File: src/config.svh
// default clock and scan rates, included wherever the display parameters need defaults
`ifndef SEG_CONFIG_SVH
`define SEG_CONFIG_SVH

// board clock in MHz
`define SEG_CLK_MHZ 50

// per-digit refresh rate, high enough to hide the multiplexing
`define SEG_DIGIT_HZ 128

// how often the shown value may change
`define SEG_DATA_HZ 4

`endif

File: src/seg_pkg.sv
// shared types, register offsets and structs for the seven-segment AXI4-Lite display controller
`default_nettype none

package seg_pkg;

    typedef logic [3:0]  nibble_t;     // one hex digit
    typedef logic [7:0]  seg_t;        // segments a..h, a is the msb
    typedef logic [3:0]  axil_addr_t;  // byte offset inside the register window
    typedef logic [31:0] axil_data_t;
    typedef logic [3:0]  axil_strb_t;
    typedef logic [1:0]  axil_resp_t;

    localparam axil_resp_t resp_okay   = 2'd0;
    localparam axil_resp_t resp_slverr = 2'd2;

    // register map, anything else is unmapped
    localparam axil_addr_t addr_number = 4'h0;
    localparam axil_addr_t addr_dots   = 4'h4;
    localparam axil_addr_t addr_blank  = 4'h8;

    // register contents handed to the scan engine
    typedef struct packed {
        axil_data_t number;  // digit 0 in the low nibble
        logic [7:0] dots;
        logic [7:0] blank;   // set bit turns the digit off
    } disp_cfg_t;

    // one digit request from the scan engine to the encoder
    typedef struct packed {
        nibble_t    nibble;
        logic       dot;
        logic       blank;
        logic [2:0] index;
    } seg_req_t;

    // write channel handling in the register block
    typedef enum logic {
        wr_idle,
        wr_resp  // response pending on B
    } wr_state_e;

endpackage

`default_nettype wire

File: src/seg_axil_regs.sv
// AXI4-Lite register block holding the number, dots and blank registers for the display
`timescale 1ns/1ps
`default_nettype none

module seg_axil_regs
#(
    parameter int w_digit = 4
)
(
    input  wire                   clk,
    input  wire                   rst,

    // write address
    input  wire                   awvalid,
    output logic                  awready,
    input  seg_pkg::axil_addr_t   awaddr,

    // write data
    input  wire                   wvalid,
    output logic                  wready,
    input  seg_pkg::axil_data_t   wdata,
    input  seg_pkg::axil_strb_t   wstrb,

    // write response
    output logic                  bvalid,
    input  wire                   bready,
    output seg_pkg::axil_resp_t   bresp,

    // read address
    input  wire                   arvalid,
    output logic                  arready,
    input  seg_pkg::axil_addr_t   araddr,

    // read data
    output logic                  rvalid,
    input  wire                   rready,
    output seg_pkg::axil_data_t   rdata,
    output seg_pkg::axil_resp_t   rresp,

    output seg_pkg::disp_cfg_t    cfg
);

    import seg_pkg::*;

    // only the bits of existing digits are kept in dots and blank
    localparam logic [7:0] digit_mask = 8'((1 << w_digit) - 1);

    wr_state_e  wr_state;

    logic       aw_held;   // address captured, waiting for data
    logic       w_held;    // data captured, waiting for address
    axil_addr_t aw_addr_q;
    axil_data_t w_data_q;
    axil_strb_t w_strb_q;

    axil_data_t number_q;
    logic [7:0] dots_q;
    logic [7:0] blank_q;

    logic       wr_fire;
    axil_data_t wr_merged;

    function automatic logic is_mapped(input axil_addr_t a);
        return a inside {addr_number, addr_dots, addr_blank};
    endfunction

    // register contents as seen on the bus, zero when unmapped
    function automatic axil_data_t reg_word(input axil_addr_t a);
        case (a)
            addr_number: return number_q;
            addr_dots:   return {24'b0, dots_q};
            addr_blank:  return {24'b0, blank_q};
            default:     return '0;
        endcase
    endfunction

    function automatic axil_data_t merge_bytes(
        input axil_data_t old_val,
        input axil_data_t new_val,
        input axil_strb_t strb
    );
        axil_data_t res;
        int         i;
        res = old_val;
        for (i = 0; i < 4; i++)
        begin
            if (strb[i])
                res[i * 8 +: 8] = new_val[i * 8 +: 8];
        end
        return res;
    endfunction

    assign awready = !aw_held && (wr_state == wr_idle);
    assign wready  = !w_held && (wr_state == wr_idle);
    assign bvalid  = (wr_state == wr_resp);
    assign arready = !rvalid;

    assign wr_fire   = aw_held && w_held && (wr_state == wr_idle);
    assign wr_merged = merge_bytes(reg_word(aw_addr_q), w_data_q, w_strb_q);

    always_ff @(posedge clk or posedge rst)
    begin
        if (rst)
        begin
            wr_state <= wr_idle;
            aw_held  <= 1'b0;
            w_held   <= 1'b0;
            number_q <= '0;
            dots_q   <= '0;
            blank_q  <= '0;
        end
        else
        begin
            case (wr_state)
                wr_idle:
                begin
                    if (awvalid && awready)
                        aw_held <= 1'b1;
                    if (wvalid && wready)
                        w_held <= 1'b1;
                    if (wr_fire)
                    begin
                        aw_held  <= 1'b0;
                        w_held   <= 1'b0;
                        wr_state <= wr_resp;
                        case (aw_addr_q)
                            addr_number: number_q <= wr_merged;
                            addr_dots:   dots_q   <= wr_merged[7:0] & digit_mask;
                            addr_blank:  blank_q  <= wr_merged[7:0] & digit_mask;
                            default:     ;  // unmapped, nothing changes
                        endcase
                    end
                end
                wr_resp:
                begin
                    if (bready)
                        wr_state <= wr_idle;
                end
                default: wr_state <= wr_idle;
            endcase
        end
    end

    always_ff @(posedge clk or posedge rst)
    begin
        if (rst)
            rvalid <= 1'b0;
        else if (rvalid && rready)
            rvalid <= 1'b0;
        else if (arvalid && arready)
            rvalid <= 1'b1;
    end

    // captured payloads and responses
    always_ff @(posedge clk)
    begin
        if (awvalid && awready)
            aw_addr_q <= awaddr;
        if (wvalid && wready)
        begin
            w_data_q <= wdata;
            w_strb_q <= wstrb;
        end
        if (wr_fire)
            bresp <= is_mapped(aw_addr_q) ? resp_okay : resp_slverr;
        if (arvalid && arready)
        begin
            rdata <= reg_word(araddr);
            rresp <= is_mapped(araddr) ? resp_okay : resp_slverr;
        end
    end

    assign cfg = '{number: number_q, dots: dots_q, blank: blank_q};

endmodule

`default_nettype wire

File: src/seven_segment_display.sv
// scan engine that walks the digits and snapshots the registers at a slower data rate
`timescale 1ns/1ps
`default_nettype none

module seven_segment_display
#(
    parameter int w_digit         = 4,
    parameter int clk_mhz         = 50,
    parameter int digit_update_hz = 128,  // per-digit rate, keep it high against flicker
    parameter int data_update_hz  = 4     // how often a new value is taken
)
(
    input  wire                 clk,
    input  wire                 rst,

    input  seg_pkg::disp_cfg_t  cfg,

    output seg_pkg::seg_req_t   req,
    output logic                req_valid  // one cycle at the end of each slot
);

    import seg_pkg::*;

    // cycles per digit slot, minus one
    localparam int slot_max = clk_mhz * 1000000 / w_digit / digit_update_hz;
    localparam int w_slot   = slot_max > 0 ? $clog2(slot_max + 1) : 1;

    // frames between snapshots, minus one
    localparam int frame_max = digit_update_hz / data_update_hz;
    localparam int w_frame   = frame_max > 0 ? $clog2(frame_max + 1) : 1;

    localparam logic [2:0] last_index = 3'(w_digit - 1);

    logic [w_slot - 1:0]  slot_cnt;
    logic [w_frame - 1:0] frame_cnt;
    logic [2:0]           index;
    disp_cfg_t            snap;   // value currently on the display

    logic slot_end;
    logic frame_end;
    logic data_end;

    assign slot_end  = (slot_cnt == w_slot'(slot_max));
    assign frame_end = slot_end && (index == last_index);
    assign data_end  = frame_end && (frame_cnt == w_frame'(frame_max));

    always_ff @(posedge clk or posedge rst)
    begin
        if (rst)
        begin
            slot_cnt  <= '0;
            frame_cnt <= '0;
            index     <= '0;
            snap      <= '0;
        end
        else
        begin
            if (slot_end)
                slot_cnt <= '0;
            else
                slot_cnt <= slot_cnt + 1'b1;

            if (frame_end)
                index <= '0;
            else if (slot_end)
                index <= index + 3'd1;

            if (data_end)
            begin
                frame_cnt <= '0;
                snap      <= cfg;   // new frame starts with the fresh value
            end
            else if (frame_end)
            begin
                frame_cnt <= frame_cnt + 1'b1;
            end
        end
    end

    assign req_valid = slot_end;

    assign req = '{
        nibble: snap.number[index * 4 +: 4],
        dot:    snap.dots[index],
        blank:  snap.blank[index],
        index:  index
    };

endmodule

`default_nettype wire

File: src/seg_encoder.sv
// registered hex-to-segment encoder with dot, blanking and one-hot digit select
`timescale 1ns/1ps
`default_nettype none

module seg_encoder
#(
    parameter int w_digit = 4
)
(
    input  wire                 clk,
    input  wire                 rst,

    input  seg_pkg::seg_req_t   req,
    input  wire                 req_valid,

    output seg_pkg::seg_t       abcdefgh,
    output logic [w_digit - 1:0] digit
);

    import seg_pkg::*;

    // segment bits are a b c d e f g h, h is the dot
    function automatic seg_t hex_to_seg(input nibble_t n);
        case (n)
            4'h0: return 8'b1111_1100;
            4'h1: return 8'b0110_0000;
            4'h2: return 8'b1101_1010;
            4'h3: return 8'b1111_0010;
            4'h4: return 8'b0110_0110;
            4'h5: return 8'b1011_0110;
            4'h6: return 8'b1011_1110;
            4'h7: return 8'b1110_0000;
            4'h8: return 8'b1111_1110;
            4'h9: return 8'b1110_0110;
            4'ha: return 8'b1110_1110;
            4'hb: return 8'b0011_1110;  // lower case b
            4'hc: return 8'b1001_1100;
            4'hd: return 8'b0111_1010;  // lower case d
            4'he: return 8'b1001_1110;
            default: return 8'b1000_1110;  // F
        endcase
    endfunction

    seg_t seg_next;

    always_comb
    begin
        seg_next = hex_to_seg(req.nibble) ^ {7'b0, req.dot};
        if (req.blank)
            seg_next = '0;
    end

    always_ff @(posedge clk or posedge rst)
    begin
        if (rst)
        begin
            abcdefgh <= '0;
            digit    <= '0;  // nothing lit until the first slot
        end
        else if (req_valid)
        begin
            abcdefgh <= seg_next;
            digit    <= w_digit'(1) << req.index;
        end
    end

endmodule

`default_nettype wire

File: src/seg_display_top.sv
// top level of the display controller, AXI4-Lite in and segment and digit lines out
`timescale 1ns/1ps
`default_nettype none

`include "config.svh"

module seg_display_top
#(
    parameter int w_digit         = 4,
    parameter int clk_mhz         = `SEG_CLK_MHZ,
    parameter int digit_update_hz = `SEG_DIGIT_HZ,
    parameter int data_update_hz  = `SEG_DATA_HZ
)
(
    input  wire                   clk,
    input  wire                   rst,

    input  wire                   awvalid,
    output logic                  awready,
    input  seg_pkg::axil_addr_t   awaddr,

    input  wire                   wvalid,
    output logic                  wready,
    input  seg_pkg::axil_data_t   wdata,
    input  seg_pkg::axil_strb_t   wstrb,

    output logic                  bvalid,
    input  wire                   bready,
    output seg_pkg::axil_resp_t   bresp,

    input  wire                   arvalid,
    output logic                  arready,
    input  seg_pkg::axil_addr_t   araddr,

    output logic                  rvalid,
    input  wire                   rready,
    output seg_pkg::axil_data_t   rdata,
    output seg_pkg::axil_resp_t   rresp,

    output seg_pkg::seg_t         abcdefgh,
    output logic [w_digit - 1:0]  digit
);

    import seg_pkg::*;

    disp_cfg_t cfg;
    seg_req_t  req;
    logic      req_valid;

    seg_axil_regs #(.w_digit(w_digit)) i_regs (
        .clk, .rst,
        .awvalid, .awready, .awaddr,
        .wvalid, .wready, .wdata, .wstrb,
        .bvalid, .bready, .bresp,
        .arvalid, .arready, .araddr,
        .rvalid, .rready, .rdata, .rresp,
        .cfg
    );

    seven_segment_display #(
        .w_digit         (w_digit),
        .clk_mhz         (clk_mhz),
        .digit_update_hz (digit_update_hz),
        .data_update_hz  (data_update_hz)
    ) i_scan (
        .clk, .rst,
        .cfg,
        .req, .req_valid
    );

    seg_encoder #(.w_digit(w_digit)) i_encoder (
        .clk, .rst,
        .req, .req_valid,
        .abcdefgh, .digit
    );

endmodule

`default_nettype wire

File: config.mk
export PLATFORM = sky130hd
export DESIGN_NAME = seg_display_top
export DESIGN_NICKNAME = d
export VERILOG_FILES = /design/src/seg_pkg.sv /design/src/seg_axil_regs.sv /design/src/seven_segment_display.sv /design/src/seg_encoder.sv /design/src/seg_display_top.sv
export VERILOG_INCLUDE_DIRS = /design/src
export SDC_FILE = /design/constraint.sdc
export NUM_CORES = 1
export LEC_CHECK = 0
export BUFFER_PORTS_ARGS = -buffer_cell sky130_fd_sc_hd__clkbuf_2
export CORE_MARGIN = 10
export CORE_UTILIZATION = 45
export DETAILED_ROUTE_END_ITERATION = 8
export GPL_ROUTABILITY_DRIVEN = 0
export GPL_TIMING_DRIVEN = 0
export PLACE_DENSITY_LB_ADDON = 0.25
export SLEW_MARGIN = 20
export SYNTH_ARGS = -nofsm -noshare
export SYNTH_HDL_FRONTEND = slang
export SYNTH_SLANG_ARGS = --single-unit
export TNS_END_PERCENT = 20
File: constraint.sdc
create_clock -name clk -period 4.5 [get_ports clk]
set_clock_uncertainty 0.1 [all_clocks]
set_input_delay 0.675 -clock clk [delete_from_list [all_inputs] [get_ports clk]]
set_output_delay 0.675 -clock clk [all_outputs]
set_load 0.1 [all_outputs]
==> reports/qor.csv <==
metric,value,unit
detail-route-antenna-nets,0,
syn_area_per_cell,14.2,µm²
synth.top_cell.area_share,37.1,%
numCtsBuffers,17,
ys_seq_area_share,64.2,%
top_layer,met4,
pin_count,104,
status,finished clean,
dieArea,24100,µm²
synth_ff_type,dfrtp_1,
dr.pass1.iters,4,
grt_usage,14.7,%
placed_cell_area,9110,µm²
synth_seq_cells,196,
synth.most_common_cell,dfrtp_1,
critPathMaxFanout,10,
syn_area,8220,µm²
grt_pass1_vias,5317,
clkSlewWorstSetupHoldPaths,0.07,ns
fillCellCount,1508,
rows,49,
slew_viol_final,0,
fp.dieH,155,µm
drv_cap,0,
period_minus_slack,3.13,ns
area_delta_synth_final,18.3,%
post_drt_wl_per_cell,18.1,µm
cp.required,4.75,ns
via_count,4936,
power,4.48,mW
synth_cell_type_count,55,
dpl.hpwl,12400,µm
slew-limit-headroom,39.7,%
cts_max_level,4,
fin_util,54.2,%
num-nets-final,768,
stdcell_count,946,
ys.warnings.count,0,
critPathLaunchType,flop,
cts_tree,done,
floorplan.initialDensity,45.8,%
fmax,0.320,GHz
hold_class,input port to asynchronous set/reset pin,
drive_gt1_share,33.6,%
cts_resized,0,
wl_met1,7340,µm
synth-async-reset-ratio,62.2,%
critPathKind,flop to flop,
cts_setup_buffers,0,
synth_top_cell_by_area,dfrtp_1,
setup_viol,0,
grt_pass1_wl,28200,µm
cts_root_buf,clkbuf_16,
dp_cells,914,
period_share,69.5,%
drtIter0Drc,218,
clock_sinks,196,
die_x,155,µm
core_area,18000,µm²
drt-total-wl,17100,µm
multiInputGateArea,2800,µm²
cts_hold_buf,0,
clkLatencyLatePin,0.43,ns
cp-end-kind,flop,
rsz0062_at_grt,no,
tightestPinTransition,0.900,ns
ys_top_cells_by_area,"dfrtp_1 (37%), edfxtp_1 (27%), mux2_2 (10%), mux4_2 (2.5%), and2_1 (2.4%)",
pwr_density_cell,460,nW/µm²
met3WireLength,764,µm
arrival,3.37,ns
fin_ws,1.37,ns
leakagePower,4.41,nW
grt_max_degree,63,
dp_slack,1.34,ns
hold_violations,0,
antenna_found_initial,0,
drc,0,
n_antenna_cell,0,
portBuffers,100,
synth_commonest_cells,"dfrtp_1 (122), mux2_2 (75), edfxtp_1 (74)",
postLayoutCellArea,9730,µm²
max-vdd-ir-drop,0.525,mV
synth_edf_count,74,
syn_inst,579,
avgViaCountPerCell,5.22,
grt-ovfl-total,0,
clockBufferDepth,2,
seqCellArea,5280,µm²
dr_wl_met2,8770,µm
## flip-flops by register name, indices dropped and copies added, names as in the netlist, 6 cells and up
| name | count |
|---|---|
| i_regs.w_data_q | 32 |
| i_scan.frame_cnt | 6 |
| i_scan.slot_cnt | 17 |
| i_regs.rdata | 32 |
| i_regs.number_q | 32 |
| i_encoder.abcdefgh | 8 |
| i_scan.snap | 40 |
## cell usage in the layout, fill, tap and decap left out, types with 4 or more instances in the layout
master / Yosys / layout
a21oi_1: 8 / 8
mux2_1: 8 / 8
nor2_1: 34 / 34
nor3_1: 11 / 11
xnor2_1: 11 / 11
mux2_2: 75 / 75
nor2b_1: 10 / 9
edfxtp_1: 74 / 74
nand3_1: 11 / 11
ha_1: 13 / 13
nand2_1: 36 / 36
clkbuf_16: 0 / 17
xor2_1: 9 / 9
and2_1: 31 / 30
dfrtp_1: 122 / 122
nand3b_1: 4 / 4
clkbuf_1: 10 / 10
buf_6: 4 / 4
mux2i_1: 11 / 11
inv_8: 0 / 4
o221ai_1: 4 / 4
mux4_2: 9 / 9
o21ai_0: 17 / 17
inv_1: 15 / 14
nor4_1: 5 / 4
clkbuf_2: 0 / 100
buf_2: 3 / 4
and3_1: 4 / 4
nand4_1: 4 / 4
## worst max-delay path, cell delays in order, from the launching register on
cell     delay (ns)
dfrtp_1        0.51
buf_2          0.37
mux4_2         0.57
mux2i_1        0.48
inv_1          0.15
ha_1           0.26
inv_1          0.10
nor2_1         0.05
o311a_1        0.31
o21ai_0        0.14
## final cells by class
class | instances | share of cell area, %
Buffer | 19 | 1.16
Clock buffer | 19 | 4.66
Clock inverter | 13 | 1.68
Inverter | 15 | 0.630
Multi-Input combinational cell | 350 | 28.7
Sequential cell | 196 | 54.2
Tap cell | 229 | 2.94
Timing Repair Buffer | 105 | 5.97
## final timing paths
| check | from | end | slack (ns) | depth (start not counted) |
|---|---|---|---|---|
| setup reg to reg | i_scan.index[0]$_DFFE_PP0P_ | i_encoder.abcdefgh[4]$_DFFE_PP0N_ | 1.37 | 9 |
| setup / recovery | i_scan.index[0]$_DFFE_PP0P_ | i_encoder.abcdefgh[4]$_DFFE_PP0N_ | 1.37 | 9 |
| hold / removal | rst | i_encoder.digit[3]$_DFFE_PP0N_ | 0.21 | 2 |
| hold reg to reg | i_encoder.abcdefgh[5]$_DFFE_PP0N_ | i_encoder.abcdefgh[5]$_DFFE_PP0N_ | 0.37 | 2 |
| max in group asynchronous | rst | i_scan.snap[42]$_DFFE_PP0P_ | 3.37 | 3 |
| min in group clk | wdata[13] | i_regs.w_data_q[13]$_DFFE_PP_ | 0.32 | 1 |
## kinds of logic after synthesis
group                    synth area share (%)
multiplexers                             15.2
buffers and inverters                    2.05
adder cells (fa/ha/maj)                  1.98
flip-flops                               64.2
AND/OR/NAND/NOR                          10.5
AO/OA/AOI/OAI                            3.94
XOR/XNOR                                 2.13
other                                  0.0456
## stage by stage
stage          hold WS, ns  TNS, ns
2_1_floorplan        0.353        0
3_3_place_gp         0.357  -107.40
3_5_place_dp         0.357        0
4_1_cts              0.239        0
5_1_grt              0.261        0
6_report             0.213        0
## metal layers
layer | up-vias | global-route usage [%]
li1 | 2334 | -
met1 | 2475 | 18.3
met2 | 110 | 24.5
met3 | 17 | 3.20
met4 | 0 | 5.49
met5 | - | 0
## report_power, final
part	internal [mW]	switching [mW]
clock	0.870	0.681
combinational	0.191	0.494
sequential	2.08	0.160
Note: power is estimated with default switching activity, not from simulation.
